`src/hdl/div_pkg.sv`:
```
// register map and state encodings assume 32-bit operands and full-word bus access only

package div_pkg;

    // ----------------------------------------------------------
    // divider FSM

    typedef enum logic [1:0] {
        DIV_INIT,
        DIV_ITERS,
        DIV_CORRECTION,
        DIV_DONE
    } div_fsm_t;

    // ----------------------------------------------------------
    // widths

    localparam int DIV_W       = 32;
    localparam int AXIL_ADDR_W = 5;
    localparam int AXIL_DATA_W = 32;

    // byte addresses of the register map
    localparam logic [AXIL_ADDR_W-1:0] ADDR_A      = 5'h00;
    localparam logic [AXIL_ADDR_W-1:0] ADDR_B      = 5'h04;
    localparam logic [AXIL_ADDR_W-1:0] ADDR_CTRL   = 5'h08;
    localparam logic [AXIL_ADDR_W-1:0] ADDR_QUOT   = 5'h0C;
    localparam logic [AXIL_ADDR_W-1:0] ADDR_REM    = 5'h10;
    localparam logic [AXIL_ADDR_W-1:0] ADDR_STATUS = 5'h14;

    // control and status bit positions
    localparam int CTRL_SIGNED_BIT  = 0;
    localparam int CTRL_START_BIT   = 1;
    localparam int STATUS_BUSY_BIT  = 0;
    localparam int STATUS_VALID_BIT = 1;

    localparam logic [1:0] RESP_OKAY   = 2'b00;
    localparam logic [1:0] RESP_SLVERR = 2'b10;

endpackage

```
`src/hdl/div32_nonrestoring_skip.sv`:
```
// operands must stay stable from clear until done; latency is msb index of |dividend| plus four cycles

`timescale 1ns/1ps

module div32_nonrestoring_skip import div_pkg::*; (
    input  logic        CLK,
    input  logic        nRST,

    // control
    input  logic        clear,
    input  logic        is_signed,
    output logic        done,
    input  logic        stall_if_done,

    // operands
    input  logic [31:0] A32_in,
    input  logic [31:0] B32_in,

    // results
    output logic [31:0] quotient_out,
    output logic [31:0] remainder_out
);

    // ----------------------------------------------------------
    // state

    div_fsm_t state, next_state;

    logic a_is_neg;
    logic b_is_neg;
    logic b_is_zero;

    // one extra bit so the magnitude of the most negative value fits
    logic [DIV_W:0] a_abs, next_a_abs;
    logic [DIV_W:0] b_abs;
    logic [DIV_W:0] b_abs_neg;

    logic [DIV_W-1:0]         msb_mask, next_msb_mask;
    logic [$clog2(DIV_W)-1:0] msb_index, next_msb_index;
    logic [$clog2(DIV_W)-1:0] count;

    logic [DIV_W:0]   acc, next_acc;
    logic [DIV_W:0]   acc_fix;
    logic [DIV_W-1:0] quot, next_quot;

    // ----------------------------------------------------------
    // registers

    always_ff @(posedge CLK) begin
        if (!nRST) begin
            state <= DIV_INIT;
            a_is_neg <= 1'b0;
            b_is_neg <= 1'b0;
            b_is_zero <= 1'b0;
            a_abs <= '0;
            b_abs <= '0;
            b_abs_neg <= '0;
            msb_index <= '0;
            msb_mask <= '0;
            count <= '0;
            acc <= '0;
            quot <= '0;
        end else begin
            state <= clear ? DIV_INIT : next_state;

            // operand info tracks the inputs every cycle
            a_is_neg <= is_signed & A32_in[31];
            b_is_neg <= is_signed & B32_in[31];
            b_is_zero <= (B32_in == '0);
            a_abs <= next_a_abs;
            if (is_signed && B32_in[31]) begin
                b_abs <= -{1'b1, B32_in};
                b_abs_neg <= {1'b1, B32_in};
            end else begin
                b_abs <= {1'b0, B32_in};
                b_abs_neg <= -{1'b0, B32_in};
            end

            // skip leading zeros of the dividend
            if (state == DIV_INIT) begin
                msb_index <= next_msb_index;
                msb_mask <= next_msb_mask;
                count <= next_msb_index;
            end else if (state == DIV_ITERS) begin
                count <= count - 1'b1;
            end

            acc <= next_acc;
            quot <= next_quot;
        end
    end

    pe_msb #(
        .WIDTH(DIV_W)
    ) pe_msb_i (
        .req_vec  (next_a_abs[DIV_W-1:0]),
        .ack_mask (next_msb_mask),
        .ack_index(next_msb_index)
    );

    // ----------------------------------------------------------
    // next state and datapath

    always_comb begin
        if (is_signed && A32_in[31]) begin
            next_a_abs = -{1'b1, A32_in};
        end else begin
            next_a_abs = {1'b0, A32_in};
        end

        // add back the divisor if the final remainder went negative
        acc_fix = acc + (b_abs & {(DIV_W + 1){acc[DIV_W]}});

        done = 1'b0;
        next_state = state;
        next_acc = acc;
        next_quot = quot;

        case (state)
            DIV_INIT: begin
                next_state = DIV_ITERS;
                next_acc = '0;
                next_quot = next_a_abs[DIV_W-1:0];
            end

            DIV_ITERS: begin
                if (b_is_zero) begin
                    next_state = DIV_DONE;
                    next_acc = {1'b0, A32_in};
                    next_quot = '1;
                end else if (a_abs < b_abs) begin
                    next_state = DIV_DONE;
                    next_acc = {1'b0, A32_in};
                    next_quot = '0;
                end else begin
                    next_state = (count == '0) ? DIV_CORRECTION : DIV_ITERS;
                    // sign of the partial remainder picks add or subtract
                    if (acc[DIV_W]) begin
                        next_acc = {acc[DIV_W-1:0], quot[msb_index]} + b_abs;
                    end else begin
                        next_acc = {acc[DIV_W-1:0], quot[msb_index]} + b_abs_neg;
                    end
                    // quotient bits shift in under the mask
                    next_quot = {quot[DIV_W-2:0], ~next_acc[DIV_W]} & msb_mask;
                end
            end

            DIV_CORRECTION: begin
                next_state = DIV_DONE;
                next_acc = a_is_neg ? -acc_fix : acc_fix;
                next_quot = (a_is_neg ^ b_is_neg) ? -quot : quot;
            end

            DIV_DONE: begin
                done = 1'b1;
                next_state = stall_if_done ? DIV_DONE : DIV_INIT;
            end

            default: begin
                next_state = DIV_INIT;
            end
        endcase
    end

    assign quotient_out = quot;
    assign remainder_out = acc[DIV_W-1:0];

endmodule

```
`src/hdl/div_regs_axil.sv`:
```
// single outstanding response per channel; only full-word writes accepted and operand writes refused while busy

`timescale 1ns/1ps

module div_regs_axil import div_pkg::*; (
    input  logic                     CLK,
    input  logic                     nRST,

    // AXI4-Lite write channels
    input  logic                     awvalid,
    output logic                     awready,
    input  logic [AXIL_ADDR_W-1:0]   awaddr,
    input  logic                     wvalid,
    output logic                     wready,
    input  logic [AXIL_DATA_W-1:0]   wdata,
    input  logic [AXIL_DATA_W/8-1:0] wstrb,
    output logic                     bvalid,
    input  logic                     bready,
    output logic [1:0]               bresp,

    // AXI4-Lite read channels
    input  logic                     arvalid,
    output logic                     arready,
    input  logic [AXIL_ADDR_W-1:0]   araddr,
    output logic                     rvalid,
    input  logic                     rready,
    output logic [AXIL_DATA_W-1:0]   rdata,
    output logic [1:0]               rresp,

    // divider side
    output logic                     clear,
    output logic                     is_signed,
    output logic [DIV_W-1:0]         A32_in,
    output logic [DIV_W-1:0]         B32_in,
    input  logic                     done,
    input  logic [DIV_W-1:0]         quotient_out,
    input  logic [DIV_W-1:0]         remainder_out
);

    logic live;
    logic wr_accept;
    logic wr_ok;
    logic start_req;
    logic rd_accept;
    logic rd_hit;

    logic [DIV_W-1:0] reg_a;
    logic [DIV_W-1:0] reg_b;
    logic [DIV_W-1:0] reg_quot;
    logic [DIV_W-1:0] reg_rem;
    logic             reg_signed;
    logic             busy;
    logic             valid;

    div_fsm_t               div_view;
    logic [AXIL_DATA_W-1:0] rd_word;

    // ----------------------------------------------------------
    // handshakes

    // address and data taken together
    assign wr_accept = live & awvalid & wvalid & ~bvalid;
    assign awready = wr_accept;
    assign wready = wr_accept;
    assign rd_accept = live & arvalid & ~rvalid;
    assign arready = rd_accept;

    assign wr_ok = ~busy & (&wstrb)
                 & ((awaddr == ADDR_A) | (awaddr == ADDR_B) | (awaddr == ADDR_CTRL));
    assign start_req = wr_accept & wr_ok & (awaddr == ADDR_CTRL) & wdata[CTRL_START_BIT];

    assign clear = start_req;
    assign is_signed = reg_signed;
    assign A32_in = reg_a;
    assign B32_in = reg_b;

    // coarse divider state for the status word
    assign div_view = done ? DIV_DONE : (busy ? DIV_ITERS : DIV_INIT);

    // ----------------------------------------------------------
    // read mux

    always_comb begin
        rd_word = '0;
        rd_hit = 1'b1;
        case (araddr)
            ADDR_A:    rd_word = reg_a;
            ADDR_B:    rd_word = reg_b;
            ADDR_CTRL: rd_word[CTRL_SIGNED_BIT] = reg_signed;
            ADDR_QUOT: rd_word = reg_quot;
            ADDR_REM:  rd_word = reg_rem;
            ADDR_STATUS: begin
                rd_word[STATUS_BUSY_BIT] = busy;
                rd_word[STATUS_VALID_BIT] = valid;
                rd_word[3:2] = div_view;
            end
            default:   rd_hit = 1'b0;
        endcase
    end

    // ----------------------------------------------------------
    // registers

    always_ff @(posedge CLK) begin
        if (!nRST) begin
            live <= 1'b0;
            bvalid <= 1'b0;
            bresp <= RESP_OKAY;
            rvalid <= 1'b0;
            rdata <= '0;
            rresp <= RESP_OKAY;
            reg_a <= '0;
            reg_b <= '0;
            reg_signed <= 1'b0;
            reg_quot <= '0;
            reg_rem <= '0;
            busy <= 1'b0;
            valid <= 1'b0;
        end else begin
            live <= 1'b1;

            // write response held until bready
            if (wr_accept) begin
                bvalid <= 1'b1;
                bresp <= wr_ok ? RESP_OKAY : RESP_SLVERR;
            end else if (bvalid && bready) begin
                bvalid <= 1'b0;
            end

            if (wr_accept && wr_ok) begin
                case (awaddr)
                    ADDR_A:    reg_a <= wdata;
                    ADDR_B:    reg_b <= wdata;
                    ADDR_CTRL: reg_signed <= wdata[CTRL_SIGNED_BIT];
                    default: begin
                    end
                endcase
            end

            // launch and capture never overlap since start needs idle
            if (start_req) begin
                busy <= 1'b1;
                valid <= 1'b0;
            end else if (busy && done) begin
                busy <= 1'b0;
                valid <= 1'b1;
                reg_quot <= quotient_out;
                reg_rem <= remainder_out;
            end

            // read response held until rready
            if (rd_accept) begin
                rvalid <= 1'b1;
                rdata <= rd_word;
                rresp <= rd_hit ? RESP_OKAY : RESP_SLVERR;
            end else if (rvalid && rready) begin
                rvalid <= 1'b0;
            end
        end
    end

endmodule

```
`src/hdl/div_unit_top.sv`:
```
// divider result stays parked in DONE until the next start since stall_if_done is tied high

`timescale 1ns/1ps

module div_unit_top import div_pkg::*; (
    input  logic                     CLK,
    input  logic                     nRST,

    // AXI4-Lite slave
    input  logic                     awvalid,
    output logic                     awready,
    input  logic [AXIL_ADDR_W-1:0]   awaddr,
    input  logic                     wvalid,
    output logic                     wready,
    input  logic [AXIL_DATA_W-1:0]   wdata,
    input  logic [AXIL_DATA_W/8-1:0] wstrb,
    output logic                     bvalid,
    input  logic                     bready,
    output logic [1:0]               bresp,
    input  logic                     arvalid,
    output logic                     arready,
    input  logic [AXIL_ADDR_W-1:0]   araddr,
    output logic                     rvalid,
    input  logic                     rready,
    output logic [AXIL_DATA_W-1:0]   rdata,
    output logic [1:0]               rresp
);

    logic             div_clear;
    logic             div_signed;
    logic [DIV_W-1:0] div_a;
    logic [DIV_W-1:0] div_b;
    logic             div_done;
    logic [DIV_W-1:0] div_quot;
    logic [DIV_W-1:0] div_rem;

    div_regs_axil regs_i (
        .CLK          (CLK),
        .nRST         (nRST),
        .awvalid      (awvalid),
        .awready      (awready),
        .awaddr       (awaddr),
        .wvalid       (wvalid),
        .wready       (wready),
        .wdata        (wdata),
        .wstrb        (wstrb),
        .bvalid       (bvalid),
        .bready       (bready),
        .bresp        (bresp),
        .arvalid      (arvalid),
        .arready      (arready),
        .araddr       (araddr),
        .rvalid       (rvalid),
        .rready       (rready),
        .rdata        (rdata),
        .rresp        (rresp),
        .clear        (div_clear),
        .is_signed    (div_signed),
        .A32_in       (div_a),
        .B32_in       (div_b),
        .done         (div_done),
        .quotient_out (div_quot),
        .remainder_out(div_rem)
    );

    // hold done until the register block starts the next division
    div32_nonrestoring_skip div_i (
        .CLK          (CLK),
        .nRST         (nRST),
        .clear        (div_clear),
        .is_signed    (div_signed),
        .done         (div_done),
        .stall_if_done(1'b1),
        .A32_in       (div_a),
        .B32_in       (div_b),
        .quotient_out (div_quot),
        .remainder_out(div_rem)
    );

endmodule

```
`src/hdl/pe_msb.sv`:
```
// purely combinational, so long WIDTH values give a deep carry of the found flag; zero input gives index 0

`timescale 1ns/1ps

module pe_msb #(
    parameter int WIDTH = 32
) (
    input  logic [WIDTH-1:0]         req_vec,
    output logic [WIDTH-1:0]         ack_mask,
    output logic [$clog2(WIDTH)-1:0] ack_index
);

    logic found;

    // ----------------------------------------------------------
    // scan from the top down

    always_comb begin
        found = 1'b0;
        ack_index = '0;
        ack_mask = '0;
        for (int i = WIDTH - 1; i >= 0; i--) begin
            // first set bit seen from the top is the msb
            if (req_vec[i] && !found) begin
                ack_index = ($clog2(WIDTH))'(i);
            end
            found = found | req_vec[i];
            // everything at or below the msb joins the mask
            ack_mask[i] = found;
        end
    end

endmodule

```
`config.mk`:
```
export PLATFORM = sky130hd
export DESIGN_NAME = div_unit_top
export DESIGN_NICKNAME = d
export VERILOG_FILES = /design/src/hdl/div_pkg.sv /design/src/hdl/div32_nonrestoring_skip.sv /design/src/hdl/div_regs_axil.sv /design/src/hdl/div_unit_top.sv /design/src/hdl/pe_msb.sv
export SDC_FILE = /design/constraint.sdc
export NUM_CORES = 1
export LEC_CHECK = 0
export ABC_AREA = 1
export BUFFER_PORTS_ARGS = -buffer_cell sky130_fd_sc_hd__buf_2
export CAP_MARGIN = 15
export CORE_UTILIZATION = 60
export CTS_CLUSTER_DIAMETER = 80
export DETAILED_ROUTE_END_ITERATION = 6
export GPL_TIMING_DRIVEN = 0
export PLACE_DENSITY = 0.78
export SLEW_MARGIN = 40
export SYNTH_ARGS = -nofsm -noshare
export SYNTH_HDL_FRONTEND = slang
export SYNTH_SLANG_ARGS = --single-unit
```
`constraint.sdc`:
```
create_clock -name CLK -period 9.11 [get_ports CLK]
set_clock_uncertainty 0.2 [all_clocks]
set_input_delay 2.733 -clock CLK [delete_from_list [all_inputs] [get_ports CLK]]
set_output_delay 2.733 -clock CLK [all_outputs]
set_load 0.1 [all_outputs]
```
### Yosys cells after proc, flatten, opt, wreduce, memory -nomap -nowiden

Index checks and enable logic that the tools add are counted.

| operators by class | value |
|---|---|
| add/subtract/negate cells | 9 |
| magnitude comparators | 2 |
| eq/ne operators | 11 |
| muxes and demuxes | 71 |
| bitwise logic cells | 54 |
| reductions and logical operators | 89 |

Operator list:

| operator | count |
|---|---|
| two-way mux 33 bit | 8 |
| two-way mux 5 bit | 34 |
| two-way mux 32 bit | 5 |
| case mux 28 bit (4 select lines) | 1 |
| adder 33 bit | 3 |
| negator 33 bit | 3 |
| case mux 33 bit (3 select lines) | 1 |
| case mux 32 bit (3 select lines) | 1 |
| logical AND 1 bit | 37 |
| AND 33 bit | 1 |
| < comparator 33 bit | 1 |
| negator 32 -> 33 bit | 1 |
| bitwise OR 1 bit | 33 |
| AND 32 bit | 1 |
| logical NOT 32 bit | 1 |
| negator 32 bit | 1 |
| logical NOT 1 bit | 31 |
| equality test 5 x 4 -> 1 bit (second input constant) | 3 |
| logical NOT 5 bit | 3 |
| case mux 3 bit (5 select lines) | 1 |
| AND reduction 2 bit | 7 |
| AND 1 bit | 12 |
| two-way mux 2 bit | 6 |
| two-way mux 1 bit | 11 |
| 18 further kinds | 30 |

| word-level totals | value |
|---|---|
| flip-flop bits (word level) | 381 |
| input port bits | 53 |
| output and inout bits | 41 |
| word-level logic and storage cells | 263 |

### Longest topological paths before layout

Gate-level depths: netlist of the first run.

| depth | value |
|---|---|
| depth after elaboration | 36 |
| mapped depth | 35 |
| depth with buffers taken out | 33 |

### Hierarchy

Synthesis of the first run repeated with hierarchy kept, for this count alone.

| unflattened totals | value |
|---|---|
| cells, all modules | 4,085 |
| area total of the unflattened synthesis | 25,697.1 sq um |

Modules (own cells, without submodules):

| module | times used | cells an instance | area an instance (sq um) | seq. area each (sq um) |
|---|---|---|---|---|
| div32_nonrestoring_skip | 1 | 3,011 | 17,925.9 | 4,204.0 |
| div_regs_axil | 1 | 947 | 7,014.2 | 3,363.2 |
| pe_msb | 1 | 126 | 753.2 | 0.0 |
| div_unit_top | 1 | 1 | 3.8 | 0.0 |

### Worst setup path before layout of the first run

Ideal clock, no wire load.

| path | value |
|---|---|
| kind | input to output |
| start point | in awvalid |
| end point | out wready |
| arrival | 4,351 ps |
| required time | 6,177 ps |
| path slack | 1,826 ps |
| stages on the path | 5 |
| buffers on the path | 2 |
| path through | inv_1 -> nor2_1 -> and3_1 -> clkbuf_1 -> buf_4 |

| between the ends | value |
|---|---|
| cells in the longest elaborated chain, start to end | 3 |

Ends and longest elaborated chain:

| item | RTL line | RTL |
|---|---|---|
| start: declaration | div_unit_top.sv:10 | `input logic awvalid,` |
| AND 1 bit (3 in a row) | div_regs_axil.sv:62 | `assign wr_accept = live & awvalid & wvalid & ~bvalid;` |
| end: declaration | div_unit_top.sv:14 | `output logic wready,` |

No other way between the ends.

### Final worst setup path of the first run

| path | value |
|---|---|
| start point | in arvalid |
| end point | out arready |

| between the ends | value |
|---|---|
| cells in the longest elaborated chain, start to end | 2 |

Ends and longest elaborated chain:

| item | RTL line | RTL |
|---|---|---|
| start: declaration | div_unit_top.sv:20 | `input logic arvalid,` |
| AND 1 bit (2 in a row) | div_regs_axil.sv:65 | `assign rd_accept = live & arvalid & ~rvalid;` |
| end: declaration | div_unit_top.sv:21 | `output logic arready,` |

No other way between the ends.

==> flow_metrics.env, run 1 <==
export IMPL_dp_hpwl_um=73100
export IMPL_setup_tns_ns=0
export IMPL_path_cells="buf_2, nand2_1, nor2_1, clkbuf_1, buf_2"
export IMPL_via_per_inst=6.39
export IMPL_drt_wl_total_um=92600
export IMPL_seqCellArea_mm2=0.00757
export IMPL_p_leak_nw=11.3
export IMPL_ys_warn_count=0
export IMPL_drcViolationCount=32
export IMPL_io_pins=94
export IMPL_synth_adder_area_share=0.0601
export IMPL_synth_xor_area_share=0.0324
export IMPL_cts_root_buf="clkbuf_16"
export IMPL_synth_cells=3343
export IMPL_required_ns=6.18
export IMPL_drt_iter0_markers=3491
export IMPL_synth_compound_area_frac=0.255
export IMPL_multi_input_area_mm2=0.0128
export IMPL_finalHoldViolations=0
export IMPL_cpMaxStageDelayCell="clkbuf_1"
export IMPL_critPathLaunch="arvalid"
export IMPL_hold_start="regs_i.reg_quot[23]$_SDFFE_PN0P_"
export IMPL_critPathMaxFanout=11
export IMPL_slew_violations=0
export IMPL_p_per_area_mw_per_mm2=173
export IMPL_synthArstFlopShare=0
export IMPL_cts_tree="built"
export IMPL_grt_usage=0.468
export IMPL_synth_edf_count=0
export IMPL_status="finished with violations"
export IMPL_critPathMaxStageDelay_ns=0.78
export IMPL_h_tree_depth=2
export IMPL_core_area_mm2=0.0370
export IMPL_clock_sinks=378
export IMPL_routabilityCongestion=1.12
export IMPL_cts_buffers=42
export IMPL_ys_seq_area_frac=0.333
export IMPL_grt_pass1_wl_um=136000
export IMPL_critPathMostFrequentCell="buf_2"
export IMPL_syn_avg_cell_area_um2=6.80
export IMPL_muxShareOfSynthArea=0
export IMPL_ys_types=66
export IMPL_clk_latency_ns=0.57
export IMPL_power_frac_comb=0.172
export IMPL_wl_per_cell_um=23.0
export IMPL_p_sw_frac=0.313
export IMPL_tightest_slew_ns=0.973
export IMPL_post_cts_buffers=0
export IMPL_ir_worst_vdd_uv=179
export IMPL_hold_path_class="flop to flop"
export IMPL_port_buffer_count=91
export IMPL_setup_ws_ns=1.32
export IMPL_antenna_found_initial=3
export IMPL_fin_crit_sh=0.855
export IMPL_grt_pass1_vias=23500
export IMPL_drt_pass1_iterations=7
export IMPL_final_common_cell="nand2_1"
export IMPL_die_x_um=197
export IMPL_cap_viol_max_count=0
export IMPL_clkPwrFrac=0.419
export IMPL_synth_top_family_by_area="compound AO/OA/AOI/OAI gates"
export IMPL_ys_flop_type="dfxtp_1"
export IMPL_pre_cts_ws_ns=1.48
export IMPL_grt_remaining_overflow=0
export IMPL_timing_fmax_ghz=0.128
export IMPL_max_slew_margin_rel=0.352
export IMPL_dr_total_vias=25700
export IMPL_violations="DRC"
export IMPL_fillCellCount=3249
export IMPL_clockBufferDepth=3
export IMPL_fp_row_count=70
export IMPL_fin_nets=3644
export IMPL_die_area_mm2=0.0387
export IMPL_rsz0062_at_grt="no"
export IMPL_start_kind="input port"
export IMPL_synth_simple_gate_area_frac=0.213
export IMPL_seqPwrFrac=0.409
export IMPL_netlist_area_mm2=0.0227
export IMPL_final_cell_mix="nand2_1 (598), inv_1 (445), a21oi_1 (415)"
export IMPL_ys_seq_elements=378
export IMPL_critPathKind="input port to output port"
export IMPL_r2r_setup_slack_ns=2.03
export IMPL_die_y_um=197
export IMPL_setup_viol=0
export IMPL_cts_resized=0
export IMPL_clk_pin_slew_worst_paths_ns=0.06
export IMPL_intPower_mw=3.02
export IMPL_worstPathArrival_ns=4.86
export IMPL_final_min_clock_period_ns=7.79
export IMPL_cp_end_kind="output port"
export IMPL_ant_nets=0
export IMPL_p_sw_mw=1.37
export IMPL_start_util=0.615
export IMPL_r2r_start="div_i.msb_index[1]$_SDFFE_PN0P_"
export IMPL_cts_hold_buf=0
export IMPL_grt_max_degree=14
export IMPL_drive_gt1_frac=0.0760
export IMPL_area_growth_pct=11.5
## worst max-delay path, delay by kind of cell
family,cells,cell delay (ns)
buf+inv,3,1.44
simple gates,2,0.67
## per-stage QoR
step	util	hold WS, ns	cell area (µm²)	power [mW]	instances
finish	0.686	0.256	25300	4.40	4023
global placement	0.645	0.241	23800	2.52	3941
global route	0.685	0.276	25300	4.50	4019
floorplan	-	0.229	22700	2.28	3346
CTS	0.685	0.254	25300	4.33	4019
detailed placement	0.646	0.245	23900	2.54	3943
## metal layers
metal / GRT usage / vias up / part of all wire
met5: 0 / - / 0.00014
met4: 0.329 / 2 / 0.082
met3: 0.115 / 421 / 0.14
met2: 0.688 / 1959 / 0.41
met1: 0.601 / 11800 / 0.38
li1: - / 11600 / -
## logic make-up after synthesis
family | after synthesis
simple gates | 1107
compound gates | 1042
buf+inv | 623
flops | 378
fa+ha+maj | 108
xor+xnor | 84
other cells | 1
## synthesized netlist by cell type, types with 11 or more instances
library cell	count	area, µm²
ha_1	106	1330
o221ai_1	29	254
nand2_1	598	2240
nor3_2	13	130
o22ai_1	122	763
nand4_1	30	188
inv_1	445	1670
nor2_1	238	893
nor2_2	12	75.1
o21bai_1	11	82.6
a31oi_1	20	125
nor4_1	11	68.8
nand2_2	15	93.8
nor3_1	35	175
dfxtp_1	378	7570
o21ai_0	346	1730
clkbuf_1	139	522
xor2_1	73	639
o211ai_1	29	218
xnor2_1	11	96.3
a21oi_1	415	2080
o21ai_1	12	60.1
nand3_1	119	596
buf_1	11	41.3
## state kept, by name (all words and copies together), names as in the netlist, 2 cells and up
| name | count |
|---|---|
| regs_i.reg_quot | 32 |
| div_i.acc | 33 |
| regs_i.A32_in | 32 |
| div_i.quotient_out | 32 |
| regs_i.reg_rem | 32 |
| div_i.msb_mask | 32 |
| div_i.state | 2 |
| div_i.count | 5 |
| regs_i.rdata | 32 |
| div_i.b_abs | 32 |
| div_i.a_abs | 33 |
| regs_i.B32_in | 32 |
| div_i.msb_index | 5 |
| div_i.b_abs_neg | 33 |
## power by group through the flow
stage	Clock, mW	Sequential, mW	Combinational, mW
floorplan	0	1.80	0.476
global placement	0	1.83	0.694
detailed placement	0	1.83	0.708
CTS	1.82	1.79	0.714
global route	1.89	1.80	0.803
finish	1.84	1.80	0.756
## final timing paths
kind / to / cells after the start
worst max-delay path: arready / 5
worst min-delay path: regs_i.reg_quot[23]$_SDFFE_PN0P_ / 2
worst max register to register: div_i.quotient_out[0]$_SDFFE_PN0P_ / 25
worst min register to register: regs_i.reg_quot[23]$_SDFFE_PN0P_ / 2
## cell type report
cell class | count | area share
multi-input combinational | 2345 | 0.503
sequential | 378 | 0.299
inverter | 456 | 0.0675
clock buffer | 59 | 0.0475
buffer | 167 | 0.0290
tap | 504 | 0.0249
timing repair buffer | 93 | 0.0184
clock inverter | 17 | 0.0104
antenna | 4 | 0.000395
(Power assumes the default switching activity.)
==> inputs of run 2 (changes only) <==
--- a/config.mk
+++ b/config.mk
@@ -16,4 +16,5 @@
 export SLEW_MARGIN = 40
 export SYNTH_ARGS = -nofsm -noshare
 export SYNTH_HDL_FRONTEND = slang
+export SYNTH_HIERARCHICAL = 1
 export SYNTH_SLANG_ARGS = --single-unit
==> run 2 against run 1 <==
The flow still finishes with violations (DRC). Critical endpoint unchanged. Sequential cell count unchanged. Clock power is essentially flat. Cell area increased by 12%.
==> flow_metrics.env, run 2 <==
export IMPL_cts_root_buf="clkbuf_16"
export IMPL_die_y_um=209
export IMPL_worstPathArrival_ns=4.16
export IMPL_slew_violations=0
export IMPL_dr_total_vias=29200
export IMPL_p_per_area_mw_per_mm2=157
export IMPL_wl_met3_um=16000
export IMPL_timing_fmax_ghz=0.141
export IMPL_drcViolationCount=1
export IMPL_ys_types=56
export IMPL_synth_top_family_by_area="simple AND/OR/NAND/NOR gates"
export IMPL_rsz0062_at_grt="no"
export IMPL_top_layer="met5"
export IMPL_cts_tree="built"
export IMPL_via_per_inst=6.08
export IMPL_critPathKind="input port to output port"
export IMPL_p_sw_mw=1.41
export IMPL_intPower_mw=3.04
export IMPL_placed_area_mm2=0.0269
export IMPL_seqPwrFrac=0.413
export IMPL_violations="DRC"
export IMPL_grt_remaining_overflow=0
export IMPL_finalHoldViolations=0
export IMPL_die_area_mm2=0.0437
export IMPL_hold_ws_ns=0.255
export IMPL_final_common_cell="nand2_1"
export IMPL_setup_tns_ns=0
export IMPL_synth_xor_area_share=0.0283
export IMPL_max_slew_margin_rel=0.375
export IMPL_start_kind="input port"
export IMPL_area_growth_pct=10.5
export IMPL_fillCellCount=3990
export IMPL_power_total_mw=4.45
export IMPL_yosysMostFrequentCell="nand2_1"
export IMPL_post_cts_buffers=0
export IMPL_dp_hpwl_um=85700
export IMPL_fin_cells=4799
export IMPL_routabilityCongestion=1.07
export IMPL_core_area_mm2=0.0421
export IMPL_top_regs="div_i/a_abs: 33 flops, div_i/acc: 33 flops, div_i/b_abs: 33 flops"
export IMPL_yosysTopAreaCellShare=0.294
export IMPL_drive_gt1_frac=0.0825
export IMPL_setup_viol=0
export IMPL_drt_wl_total_um=107000
export IMPL_clk_latency_ns=0.58
export IMPL_muxShareOfSynthArea=0
export IMPL_ant_nets=0
export IMPL_h_tree_depth=2
export IMPL_setup_ws_ns=2.01
export IMPL_multi_input_area_mm2=0.0150
export IMPL_drt_pass1_iterations=7
export IMPL_ir_worst_vdd_uv=175
export IMPL_yosys_area_top_type="dfxtp_1"
export IMPL_synth_compound_area_frac=0.195
export IMPL_clkPwrFrac=0.418
export IMPL_dp_cells=4716
export IMPL_final_min_clock_period_ns=7.10
export IMPL_netlist_area_mm2=0.0257
export IMPL_ys_seq_area_frac=0.294
export IMPL_cts_buffers=43
export IMPL_grt_max_degree=14
export IMPL_hold_path_class="flop to flop"
export IMPL_seqCellArea_mm2=0.00757
export IMPL_syn_avg_cell_area_um2=6.29
export IMPL_port_buffer_count=90
export IMPL_synthTopCellsByArea="dfxtp_1 (29%), nand2_1 (13%), inv_1 (8.1%)"
export IMPL_tightest_slew_ns=0.934
export IMPL_utilization=0.674
export IMPL_synth_edf_count=0
export IMPL_whs_path_depth=2
export IMPL_met2_length_um=41400
export IMPL_post_route_cell_area_mm2=0.0284
export IMPL_grt_pass1_wl_um=155000
export IMPL_io_pins=94
export IMPL_p_sw_frac=0.317
export IMPL_fin_nets=4384
export IMPL_antenna_found_initial=4
export IMPL_drt_iter0_markers=4254
export IMPL_ff2ff_path_depth=33
export IMPL_required_ns=6.18
export IMPL_synthArstFlopShare=0
export IMPL_synth_simple_gate_area_frac=0.303
export IMPL_status="finished with violations"
export IMPL_cap_viol_max_count=0
export IMPL_wl_per_cell_um=22.2
export IMPL_synth_common_cells="nand2_1 (918), inv_1 (554), nor2_1 (441)"
export IMPL_synth_adder_area_share=0.0532
export IMPL_final_cell_mix="nand2_1 (918), inv_1 (554), nor2_1 (440)"
export IMPL_fp_row_count=75
export IMPL_power_frac_comb=0.170
export IMPL_clockBufferDepth=3
export IMPL_cts_resized=0
export IMPL_ys_seq_elements=378
export IMPL_pre_cts_ws_ns=2.04
export IMPL_clk_pin_slew_worst_paths_ns=0.06
export IMPL_cp_end_kind="output port"
export IMPL_clock_sinks=378
export IMPL_critPathMaxFanout=10
export IMPL_wl_met1_um=42400
export IMPL_grt_pass1_vias=25700
export IMPL_cts_hold_buf=0
export IMPL_ys_warn_count=6
export IMPL_start_util=0.610
export IMPL_synth_cells=4085
export IMPL_die_x_um=209
export IMPL_fin_crit_sh=0.779
export IMPL_grt_usage=0.474
export IMPL_ys_flop_type="dfxtp_1"
export IMPL_p_leak_nw=14.0
==> run 2: cell count changes after synthesis, moves of 39 or more <==
cell	delta
nand2_1	+320
nand3_1	+48
nor2_1	+203
inv_1	+109
nand4_1	+41
o21ai_0	+54
o22ai_1	-96
buf_4	+39
o21ai_1	+47
==> run 2: worst paths after layout <==
check / start / endpoint / slack, ns
worst max register to register: regs_i/A32_in[0]$_SDFFE_PN0P_ / div_i/count[0]$_SDFFE_PN0P_ / 3.04
worst max-delay path: arvalid / arready / 2.01
worst min-delay path: regs_i/reg_rem[25]$_SDFFE_PN0P_ / regs_i/reg_rem[25]$_SDFFE_PN0P_ / 0.26
worst min register to register: regs_i/reg_rem[25]$_SDFFE_PN0P_ / regs_i/reg_rem[25]$_SDFFE_PN0P_ / 0.26
==> run 2: cell type report <==
cell class | instances | share of cell area
antenna | 4 | 0.000352
buffer | 218 | 0.0386
clock buffer | 58 | 0.0430
clock inverter | 20 | 0.00956
inverter | 569 | 0.0752
multi-input combinational | 2922 | 0.527
sequential | 378 | 0.266
tap | 539 | 0.0237
timing repair buffer | 91 | 0.0161
==> run 2: critical path: stages <==
cell	delay [ns]
buf_2	0.08
nand2_1	0.04
nor2_1	0.52
buf_2	0.33
buf_2	0.46
==> run 2: cell families after synthesis <==
| group | after synthesis |
|---|---|
| AO/OA/AOI/OAI | 954 |
| XOR/XNOR | 83 |
| adder cells (fa/ha/maj) | 108 |
| buffers and inverters | 787 |
| flip-flops | 378 |
| other | 3 |
| AND/OR/NAND/NOR | 1772 |
==> run 2: power by group through the flow <==
stage	Clock [mW]	Sequential (mW)	Combinational, mW
final	1.86	1.84	0.756
after global routing	1.92	1.83	0.816
after CTS	1.85	1.82	0.721
after detailed placement	0	1.86	0.715
after global placement	0	1.86	0.708
after floorplan	0	1.81	0.490
==> run 2: layer usage <==
| metal | vias to the layer above | GRT usage |
|---|---|---|
| met3 | 368 | 0.142 |
| met1 | 13200 | 0.648 |
| met5 | - | 0 |
| met4 | 4 | 0.269 |
| met2 | 2036 | 0.658 |
| li1 | 13500 | - |
